$ cat src/source/nib_pkg.sv
//**********************************************************
// nib shared definitions
// bus widths, core count and core index encoding
//**********************************************************

package nib_pkg;

    // one 32-bit word for every address
    parameter int NIB_ADDR_W = 32;

    // read and write data are one word too
    parameter int NIB_DATA_W = 32;

    // cores sharing the bus
    parameter int NIB_CORE_NUM = 2;

    // core index, wide enough for every core on the bus
    typedef logic [$clog2(NIB_CORE_NUM)-1:0] core_idx_t;

    // core 0 is also the owner after reset
    parameter core_idx_t CORE_0 = core_idx_t'(0);
    parameter core_idx_t CORE_1 = core_idx_t'(1);

endpackage
$ cat src/source/nib_top.sv
//**********************************************************
// nib shared bus top
// two cores with data, instr and scalar ports onto the data
// memory, the instruction nvm and the scalar nvm
//**********************************************************

`timescale 1ns/100ps

module nib_top #(
    parameter int ADDR_W = nib_pkg::NIB_ADDR_W,
    parameter int DATA_W = nib_pkg::NIB_DATA_W
) (
    input  logic              clk,
    input  logic              rstn,

    // core 0 ports
    input  logic              c0_data_req_i,
    input  logic [ADDR_W-1:0] c0_data_addr_i,
    input  logic              c0_data_wr_en_i,
    input  logic [DATA_W-1:0] c0_data_wr_data_i,
    output logic [DATA_W-1:0] c0_data_rd_data_o,
    input  logic              c0_instr_req_i,
    input  logic [ADDR_W-1:0] c0_instr_addr_i,
    output logic [DATA_W-1:0] c0_instr_rd_data_o,
    input  logic              c0_scalar_req_i,
    input  logic [ADDR_W-1:0] c0_scalar_addr_i,
    output logic [DATA_W-1:0] c0_scalar_rd_data_o,
    output logic              c0_hold_o,

    // core 1 ports
    input  logic              c1_data_req_i,
    input  logic [ADDR_W-1:0] c1_data_addr_i,
    input  logic              c1_data_wr_en_i,
    input  logic [DATA_W-1:0] c1_data_wr_data_i,
    output logic [DATA_W-1:0] c1_data_rd_data_o,
    input  logic              c1_instr_req_i,
    input  logic [ADDR_W-1:0] c1_instr_addr_i,
    output logic [DATA_W-1:0] c1_instr_rd_data_o,
    input  logic              c1_scalar_req_i,
    input  logic [ADDR_W-1:0] c1_scalar_addr_i,
    output logic [DATA_W-1:0] c1_scalar_rd_data_o,
    output logic              c1_hold_o,

    // data memory
    output logic              mem_req_o,
    output logic [ADDR_W-1:0] mem_addr_o,
    output logic              mem_wr_en_o,
    output logic [DATA_W-1:0] mem_wr_data_o,
    input  logic [DATA_W-1:0] mem_rd_data_i,
    // instruction nvm, read only
    output logic              instr_nvm_req_o,
    output logic [ADDR_W-1:0] instr_nvm_addr_o,
    input  logic [DATA_W-1:0] instr_nvm_rd_data_i,
    // scalar nvm, read only
    output logic              scalar_nvm_req_o,
    output logic [ADDR_W-1:0] scalar_nvm_addr_o,
    input  logic [DATA_W-1:0] scalar_nvm_rd_data_i
);
    import nib_pkg::*;

    logic [2:0] c0_req_vec;
    logic [2:0] c1_req_vec;
    core_idx_t  owner;
    logic       busy;

    // request levels per core, data in bit 0
    assign c0_req_vec = {c0_scalar_req_i, c0_instr_req_i, c0_data_req_i};
    assign c1_req_vec = {c1_scalar_req_i, c1_instr_req_i, c1_data_req_i};

    // whole-core ownership, the only state on the bus
    core_owner_arb u_core_owner_arb (
        .clk          (clk),
        .rstn         (rstn),
        .c0_req_vec_i (c0_req_vec),
        .c1_req_vec_i (c1_req_vec),
        .owner_o      (owner),
        .busy_o       (busy),
        .c0_hold_o    (c0_hold_o),
        .c1_hold_o    (c1_hold_o)
    );

    // combinational routing, same cycle as the request
    port_crossbar #(
        .ADDR_W (ADDR_W),
        .DATA_W (DATA_W)
    ) u_port_crossbar (
        .owner_i              (owner),
        .busy_i               (busy),
        .c0_data_req_i        (c0_data_req_i),
        .c0_data_addr_i       (c0_data_addr_i),
        .c0_data_wr_en_i      (c0_data_wr_en_i),
        .c0_data_wr_data_i    (c0_data_wr_data_i),
        .c0_data_rd_data_o    (c0_data_rd_data_o),
        .c0_instr_req_i       (c0_instr_req_i),
        .c0_instr_addr_i      (c0_instr_addr_i),
        .c0_instr_rd_data_o   (c0_instr_rd_data_o),
        .c0_scalar_req_i      (c0_scalar_req_i),
        .c0_scalar_addr_i     (c0_scalar_addr_i),
        .c0_scalar_rd_data_o  (c0_scalar_rd_data_o),
        .c1_data_req_i        (c1_data_req_i),
        .c1_data_addr_i       (c1_data_addr_i),
        .c1_data_wr_en_i      (c1_data_wr_en_i),
        .c1_data_wr_data_i    (c1_data_wr_data_i),
        .c1_data_rd_data_o    (c1_data_rd_data_o),
        .c1_instr_req_i       (c1_instr_req_i),
        .c1_instr_addr_i      (c1_instr_addr_i),
        .c1_instr_rd_data_o   (c1_instr_rd_data_o),
        .c1_scalar_req_i      (c1_scalar_req_i),
        .c1_scalar_addr_i     (c1_scalar_addr_i),
        .c1_scalar_rd_data_o  (c1_scalar_rd_data_o),
        .mem_req_o            (mem_req_o),
        .mem_addr_o           (mem_addr_o),
        .mem_wr_en_o          (mem_wr_en_o),
        .mem_wr_data_o        (mem_wr_data_o),
        .mem_rd_data_i        (mem_rd_data_i),
        .instr_nvm_req_o      (instr_nvm_req_o),
        .instr_nvm_addr_o     (instr_nvm_addr_o),
        .instr_nvm_rd_data_i  (instr_nvm_rd_data_i),
        .scalar_nvm_req_o     (scalar_nvm_req_o),
        .scalar_nvm_addr_o    (scalar_nvm_addr_o),
        .scalar_nvm_rd_data_i (scalar_nvm_rd_data_i)
    );

endmodule

$ cat src/source/port_crossbar.sv
//**********************************************************
// port crossbar
// partial connection, port k of the owner core to slave k,
// read data steered back to the owner only
//**********************************************************

`timescale 1ns/100ps

module port_crossbar #(
    parameter int ADDR_W = nib_pkg::NIB_ADDR_W,
    parameter int DATA_W = nib_pkg::NIB_DATA_W
) (
    input  nib_pkg::core_idx_t owner_i,
    input  logic              busy_i,

    // core 0 data port
    input  logic              c0_data_req_i,
    input  logic [ADDR_W-1:0] c0_data_addr_i,
    input  logic              c0_data_wr_en_i,
    input  logic [DATA_W-1:0] c0_data_wr_data_i,
    output logic [DATA_W-1:0] c0_data_rd_data_o,
    // core 0 instr port
    input  logic              c0_instr_req_i,
    input  logic [ADDR_W-1:0] c0_instr_addr_i,
    output logic [DATA_W-1:0] c0_instr_rd_data_o,
    // core 0 scalar port
    input  logic              c0_scalar_req_i,
    input  logic [ADDR_W-1:0] c0_scalar_addr_i,
    output logic [DATA_W-1:0] c0_scalar_rd_data_o,

    // core 1 data port
    input  logic              c1_data_req_i,
    input  logic [ADDR_W-1:0] c1_data_addr_i,
    input  logic              c1_data_wr_en_i,
    input  logic [DATA_W-1:0] c1_data_wr_data_i,
    output logic [DATA_W-1:0] c1_data_rd_data_o,
    // core 1 instr port
    input  logic              c1_instr_req_i,
    input  logic [ADDR_W-1:0] c1_instr_addr_i,
    output logic [DATA_W-1:0] c1_instr_rd_data_o,
    // core 1 scalar port
    input  logic              c1_scalar_req_i,
    input  logic [ADDR_W-1:0] c1_scalar_addr_i,
    output logic [DATA_W-1:0] c1_scalar_rd_data_o,

    // data memory
    output logic              mem_req_o,
    output logic [ADDR_W-1:0] mem_addr_o,
    output logic              mem_wr_en_o,
    output logic [DATA_W-1:0] mem_wr_data_o,
    input  logic [DATA_W-1:0] mem_rd_data_i,
    // instruction nvm
    output logic              instr_nvm_req_o,
    output logic [ADDR_W-1:0] instr_nvm_addr_o,
    input  logic [DATA_W-1:0] instr_nvm_rd_data_i,
    // scalar nvm
    output logic              scalar_nvm_req_o,
    output logic [ADDR_W-1:0] scalar_nvm_addr_o,
    input  logic [DATA_W-1:0] scalar_nvm_rd_data_i
);
    import nib_pkg::*;

    logic sel_c0;
    logic sel_c1;

    // one-hot core select, both low while idle
    assign sel_c0 = busy_i && (owner_i == CORE_0);
    assign sel_c1 = busy_i && (owner_i == CORE_1);

    // request path to the slaves, no register
    always_comb begin
        // idle bus drives zeros everywhere
        mem_req_o         = 1'b0;
        mem_addr_o        = '0;
        mem_wr_en_o       = 1'b0;
        mem_wr_data_o     = '0;
        instr_nvm_req_o   = 1'b0;
        instr_nvm_addr_o  = '0;
        scalar_nvm_req_o  = 1'b0;
        scalar_nvm_addr_o = '0;
        if (sel_c0) begin
            mem_req_o         = c0_data_req_i;
            mem_addr_o        = c0_data_addr_i;
            mem_wr_en_o       = c0_data_wr_en_i;
            mem_wr_data_o     = c0_data_wr_data_i;
            instr_nvm_req_o   = c0_instr_req_i;
            instr_nvm_addr_o  = c0_instr_addr_i;
            scalar_nvm_req_o  = c0_scalar_req_i;
            scalar_nvm_addr_o = c0_scalar_addr_i;
        end else if (sel_c1) begin
            mem_req_o         = c1_data_req_i;
            mem_addr_o        = c1_data_addr_i;
            mem_wr_en_o       = c1_data_wr_en_i;
            mem_wr_data_o     = c1_data_wr_data_i;
            instr_nvm_req_o   = c1_instr_req_i;
            instr_nvm_addr_o  = c1_instr_addr_i;
            scalar_nvm_req_o  = c1_scalar_req_i;
            scalar_nvm_addr_o = c1_scalar_addr_i;
        end
    end

    // read data back to the owner, zero for the other core
    assign c0_data_rd_data_o   = sel_c0 ? mem_rd_data_i        : '0;
    assign c0_instr_rd_data_o  = sel_c0 ? instr_nvm_rd_data_i  : '0;
    assign c0_scalar_rd_data_o = sel_c0 ? scalar_nvm_rd_data_i : '0;

    assign c1_data_rd_data_o   = sel_c1 ? mem_rd_data_i        : '0;
    assign c1_instr_rd_data_o  = sel_c1 ? instr_nvm_rd_data_i  : '0;
    assign c1_scalar_rd_data_o = sel_c1 ? scalar_nvm_rd_data_i : '0;

endmodule

$ cat src/source/core_owner_arb.sv
//**********************************************************
// core owner arbiter
// sticky two-core arbitration of the whole bus, the owner
// keeps it while any of its ports requests
//**********************************************************

`timescale 1ns/100ps

module core_owner_arb (
    input  logic              clk,
    input  logic              rstn,
    // bit 0 data, bit 1 instr, bit 2 scalar
    input  logic [2:0]        c0_req_vec_i,
    input  logic [2:0]        c1_req_vec_i,
    output nib_pkg::core_idx_t owner_o,
    output logic              busy_o,
    output logic              c0_hold_o,
    output logic              c1_hold_o
);
    import nib_pkg::*;

    logic      c0_req;
    logic      c1_req;
    // last core that held the bus, decides who wins next
    core_idx_t last_owner;
    core_idx_t other_core;
    logic      last_req;
    logic      other_req;

    // any port of a core asks for the bus
    assign c0_req = |c0_req_vec_i;
    assign c1_req = |c1_req_vec_i;

    // the core that did not own the bus last
    assign other_core = (last_owner == CORE_0) ? CORE_1 : CORE_0;

    // requests seen from the last owner's side
    assign last_req  = (last_owner == CORE_0) ? c0_req : c1_req;
    assign other_req = (last_owner == CORE_0) ? c1_req : c0_req;

    // sticky priority to the last owner
    always_comb begin
        if (last_req) begin
            owner_o = last_owner;
            busy_o  = 1'b1;
        end else if (other_req) begin
            owner_o = other_core;
            busy_o  = 1'b1;
        end else begin
            // idle, owner value is a don't care here
            owner_o = last_owner;
            busy_o  = 1'b0;
        end
    end

    // a requesting core that does not own the bus must stall
    assign c0_hold_o = c0_req && (owner_o != CORE_0);
    assign c1_hold_o = c1_req && (owner_o != CORE_1);

    // remember the owner, keep it over idle cycles
    always_ff @(posedge clk or negedge rstn) begin
        if (!rstn) begin
            last_owner <= CORE_0;
        end else if (busy_o) begin
            last_owner <= owner_o;
        end
    end

endmodule

$ cat config.mk
export PLATFORM = sky130hd
export DESIGN_NAME = nib_top
export DESIGN_NICKNAME = d
export VERILOG_FILES = /design/src/source/nib_pkg.sv /design/src/source/nib_top.sv /design/src/source/port_crossbar.sv /design/src/source/core_owner_arb.sv
export SDC_FILE = /design/constraint.sdc
export NUM_CORES = 1
export LEC_CHECK = 0
export BUFFER_PORTS_ARGS = -buffer_cell sky130_fd_sc_hd__buf_2
export CAP_MARGIN = 20
export CORE_AREA = 4 4 263 265
export CTS_CLUSTER_SIZE = 14
export DETAILED_ROUTE_END_ITERATION = 10
export DIE_AREA = 0 0 267 269
export GPL_ROUTABILITY_DRIVEN = 1
export REMOVE_ABC_BUFFERS = 1
export SYNTH_ARGS = -nofsm -noshare
export SYNTH_HDL_FRONTEND = slang
export SYNTH_SLANG_ARGS = --single-unit
$ cat constraint.sdc
create_clock -name clk -period 2.9 [get_ports clk]
set_input_delay 0.58 -clock clk [delete_from_list [all_inputs] [get_ports clk]]
set_output_delay 0.58 -clock clk [all_outputs]
set_load 0.005 [all_outputs]
After elaboration in Yosys (flattened, before gate mapping)
Index checks and enable logic that the tools add are counted.
{"block": "word_totals", "reg_bits": 1, "output_inout_bits": 326}
{"block": "classes", "muxes": 29, "bitwise": 1, "reduce_logical": 6}
{"op": "$mux W32", "count": 14}
{"op": "$mux W1", "count": 15}
{"op": "$reduce_or A3 Y1", "count": 2}
{"op": "$logic_and A1 B1 Y1", "count": 4}
{"op": "$not A1 Y1", "count": 1}

Logic depth before layout (Yosys ltp)
{"block": "logic_depth", "word_depth": 7, "mapped_depth": 6}

Modules after synthesis
Synthesis repeated with hierarchy kept, for this count alone.
{"block": "hier_totals", "cells_unflattened": 527, "hier_area_um2": 3890.0}
{"module": "port_crossbar", "n_inst": 1, "cells_per_inst": 518, "area_per_inst_um2": 3799.9, "seq_area_each_um2": 0.0}
{"module": "core_owner_arb", "n_inst": 1, "cells_per_inst": 9, "area_per_inst_um2": 90.1, "seq_area_each_um2": 25.0}

Worst setup path before layout
OpenSTA, ideal clock, no wires.
{"block": "synth_path", "path_type": "input to output", "from": "in c1_scalar_req_i", "to": "out instr_nvm_addr_o[10]", "arrival_ns": 1.744, "required_time_ns": 2.320, "slack_ns": 0.576, "path_stages": 6, "path_buffers": 3, "path_cell_list": "or3_4 > o21a_1 > buf_2 > buf_2 > buf_2 > a22o_1"}
{"block": "synth_between", "elab_chain_len": 7}
{"item": "start: declaration", "line_no": "nib_top.sv:39", "source": "input logic c1_scalar_req_i,"}
{"item": "$reduce_or A3 Y1 *", "line_no": "core_owner_arb.sv:32", "source": "assign c1_req = |c1_req_vec_i;"}
{"item": "$mux W1", "line_no": "core_owner_arb.sv:39", "source": "assign other_req = (last_owner == CORE_0) ? c1_req : c0_req;"}
{"item": "$mux W1", "line_no": "core_owner_arb.sv:46", "source": "end else if (other_req) begin"}
{"item": "$mux W1", "line_no": "core_owner_arb.sv:43", "source": "if (last_req) begin"}
{"item": "$logic_and A1 B1 Y1 / $not A1 Y1 (equally long branches)", "line_no": "port_crossbar.sv:68, port_crossbar.sv:67"}
{"item": "$mux W32 / $logic_and A1 B1 Y1 (equally long branches)", "line_no": "port_crossbar.sv:90, port_crossbar.sv:67"}
{"item": "$mux W32 *", "line_no": "port_crossbar.sv:81", "source": "if (sel_c0) begin"}
{"item": "end: declaration", "line_no": "nib_top.sv:52", "source": "output logic [ADDR_W-1:0] instr_nvm_addr_o,"}
Mark *: on every way between the ends. The rest lies on a longest branch, timed or not.

Final worst setup path
{"block": "layout_path", "from": "in c1_scalar_req_i", "to": "out mem_wr_data_o[25]"}
{"block": "layout_between", "elab_chain_len": 7}
{"item": "$reduce_or A3 Y1 *", "line_no": "core_owner_arb.sv:32"}
{"item": "$mux W1", "line_no": "core_owner_arb.sv:39"}
{"item": "$mux W1", "line_no": "core_owner_arb.sv:46"}
{"item": "$mux W1", "line_no": "core_owner_arb.sv:43"}
{"item": "$logic_and A1 B1 Y1 / $not A1 Y1 (equally long branches)", "line_no": "port_crossbar.sv:68, port_crossbar.sv:67"}
{"item": "$mux W32 / $logic_and A1 B1 Y1 (equally long branches)", "line_no": "port_crossbar.sv:90, port_crossbar.sv:67"}
{"item": "$mux W32 *", "line_no": "port_crossbar.sv:81"}
{"item": "end: declaration", "line_no": "nib_top.sv:48", "source": "output logic [DATA_W-1:0] mem_wr_data_o,"}
Marked as above.

==> flow_summary.json <==
{
  "multi_input_logic_area_um2": 2449,
  "avgRoutedWirePerCell_um": 26.12,
  "p_leak_nw": 4.125,
  "ys.warnings.count": 0,
  "postSynthRegisterBits": 1,
  "detailedRoute.firstIterationViolations": 277,
  "crit_path_max_fanout": 32,
  "final.min_clock_period_ns": 2.855,
  "worstPathArrival_ns": 2.28,
  "largest-register": "u_core_owner_arb.last_owner",
  "placement_rows": 95,
  "insertion_delay_ns": 0,
  "number_of_enable_flip_flop_cells_after_synthesis": 0,
  "standard_cell_core_area_um2": 66800,
  "netSwitchingFraction_pct": 53.95,
  "path_class": "input pin to output pin",
  "wirelength_um": 50390,
  "yosysUniqueCellTypes": 17,
  "power_mw": 2.390,
  "antenna_found_initial": 63,
  "cell_int_power_mw": 1.101,
  "place_ws_ns": 0.03408,
  "holdWs_ns": 0.3576,
  "place_congestion": 0.9160,
  "synth_top_cells_by_count": "sky130_fd_sc_hd__and2_1 (192), sky130_fd_sc_hd__a22o_1 (132), sky130_fd_sc_hd__buf_2 (26)",
  "sequentialPowerShare_pct": 0.9,
  "cell_with_the_most_instances_after_synthesis": "sky130_fd_sc_hd__and2_1",
  "rsz0062_at_grt": "false",
  "setup.worst_path.end_class": "output pin",
  "synth_top_cells_by_area": "sky130_fd_sc_hd__and2_1 (45%), sky130_fd_sc_hd__a22o_1 (43%), sky130_fd_sc_hd__buf_2 (4.8%)",
  "drive_gt1_share_pct": 68.16,
  "final_net_count": 1410,
  "top_regs": "u_core_owner_arb.last_owner: 1 flops",
  "holdCritPathClass": "input pin to asynchronous set/reset pin",
  "maxSlewViolCount": 0,
  "area_growth_pct": 171.8,
  "number_of_flip_flops_in_the_largest_register": 1,
  "worst-endpoint-required_ns": 2.32,
  "route.detailed.drc": 0,
  "synth_area_um2": 2693,
  "post_synth.cell_area_avg_um2": 6.976,
  "cts-resized-gates": 0,
  "transition_time_at_the_pin_with_the_least_slew_margin_ns": 0.7095,
  "pin_count": 688,
  "worst_slew_margin_rel_pct": 52.70,
  "design.die.area_um2": 71820,
  "final_util_pct": 10.96,
  "timing.critical_path.cells": "buf_2 > or3_4 > a21oi_4 > buf_12 > buf_12 > a22o_1 > buf_2",
  "finalSetupViolCount": 0,
  "detailroute.via_count": 6188,
  "die_width_um": 267,
  "grt_pass1_wl_um": 59040,
  "max-cap-violations": 0,
  "power.density_nw_per_um2": 326.6,
  "synth_ff_type": "sky130_fd_sc_hd__dfrtp_1",
  "netlist.area_leader.share_pct": 44.61,
  "dp.final_hpwl_um": 45940,
  "post-route-worst-setup-slack_ns": 0.04496,
  "grt_pass1_vias": 5754,
  "maximum_number_of_pins_on_one_net_before_global_route_repair": 131,
  "fmax_mhz": 350.3,
  "vias_per_cell": 3.208,
  "power_frac_clock_pct": 0,
  "async_reset_ff_share_pct": 100.0,
  "combinationalPowerShare_pct": 99.1,
  "port_buffers": 687,
  "synthDominantAreaCellType": "sky130_fd_sc_hd__and2_1",
  "fp.dieH_um": 269,
  "min_period_over_period_pct": 98.45,
  "irDropWorstVdd_mv": 0.1654,
  "synth_cells": 386,
  "groute.usage.overall_pct": 12.48,
  "initial_core_util_pct": 4.031,
  "detail_route.first_pass.iterations": 4,
  "synth.yosys.seq_area_share_pct": 0.9294,
  "status": "completed",
  "clk_transition_reported_paths_ns": 0,
  "slowest_cell_on_the_critical_path": "sky130_fd_sc_hd__or3_4",
  "grt_overflow_total": 0,
  "fill_cells": 7863,
  "timing_hold_violations_final": 0,
  "ff_latch_area_um2": 25.02,
  "postRouteAntennaNets": 0,
  "kind_of_start_point_of_the_critical_path": "input pin",
  "switchingPower_mw": 1.290,
  "worst_path_largest_cell_delay_ns": 0.42,
  "worst_clock_skew_ns": 0
}
[cell families (layout without fill, tap and decap cells)]
family          count (synthesis)  in the layout  synth area share [%]
simple gates                  200            200                 46.47
flops                           1              1                0.9292
buf+inv                        49            709                 8.411
other cells                     0             10                     0
compound gates                136            136                 44.19
[critical path, delay by kind of cell]
family,cells,cell delay [ns]
simple gates,1,0.42
compound gates,2,0.46
buf+inv,4,0.74
[cells in the final DEF (no fill, tap or decap)]
| cell type | n |
|---|---|
| sky130_fd_sc_hd__buf_2 | 686 |
| sky130_fd_sc_hd__and2_1 | 192 |
| sky130_fd_sc_hd__a22o_1 | 132 |
| sky130_fd_sc_hd__buf_4 | 14 |
| sky130_fd_sc_hd__diode_2 | 10 |
| sky130_fd_sc_hd__buf_12 | 7 |
| sky130_fd_sc_hd__nor2_1 | 2 |
| sky130_fd_sc_hd__a21oi_1 | 2 |
| sky130_fd_sc_hd__clkbuf_16 | 2 |
| sky130_fd_sc_hd__or3_4 | 1 |
| sky130_fd_sc_hd__nor3_2 | 1 |
| sky130_fd_sc_hd__a21oi_4 | 1 |
| sky130_fd_sc_hd__o21a_4 | 1 |
| sky130_fd_sc_hd__nand2_1 | 1 |
| sky130_fd_sc_hd__nor3_1 | 1 |
| sky130_fd_sc_hd__or3_1 | 1 |
| sky130_fd_sc_hd__nand2b_1 | 1 |
| sky130_fd_sc_hd__dfrtp_1 | 1 |
[what timing repair did]
item / 4_1_cts / 5_1_grt
hold buffers: 0 / 0
buffers inserted: 0 / 2
endpoints found under the setup margin: 0 / 9
[through the flow]
| stage | instances | setup TNS [ns] | instance area, um^2 |
|---|---|---|---|
| floorplan | 337 | -609.11 | 2466 |
| CTS | 1915 | 0 | 7229 |
| global route | 1923 | 0 | 7305 |
| detailed placement | 1915 | 0 | 7229 |
| global placement | 1915 | 0 | 7229 |
| finish | 1929 | 0 | 7320 |
[metal layers]
| metal | GRT usage [%] | part of all wire (%) | vias to the layer above |
|---|---|---|---|
| met5 | 0 | 0.39 | - |
| met4 | 1.256 | 1.9 | 30 |
| met3 | 4.955 | 11 | 96 |
| met2 | 20.70 | 44 | 526 |
| met1 | 15.88 | 43 | 2818 |
| li1 | - | - | 2718 |
[worst paths after layout]
kind | start | endpoint | slack, ns | cells past startpoint
max in group asynchronous | rstn | u_core_owner_arb.last_owner | 2.46 | 1
max reg2reg | u_core_owner_arb.last_owner | u_core_owner_arb.last_owner | 2.14 | 2
min reg2reg | u_core_owner_arb.last_owner | u_core_owner_arb.last_owner | 0.67 | 2
min in group clk | u_core_owner_arb.last_owner | u_core_owner_arb.last_owner | 0.67 | 2
max | c1_scalar_req_i | mem_wr_data_o[25] | 0.04 | 7
min | rstn | u_core_owner_arb.last_owner | 0.36 | 1
[power groups by stage]
stage                       Clock, mW  Sequential [mW]  Combinational, mW
after floorplan                     0           0.0202              0.870
after global routing      0.000000185           0.0222               2.56
after CTS                           0           0.0213               2.36
after detailed placement            0           0.0215               2.34
final                     0.000000467           0.0216               2.37
after global placement              0           0.0212               2.34
[layout make-up]
type                       count  area share [%]
antenna                       10          0.3419
multi-input combinational    336           33.45
sequential                     1          0.3419
tap                          873           14.92
timing repair buffer         709           50.94
(Power assumes the default switching activity.)
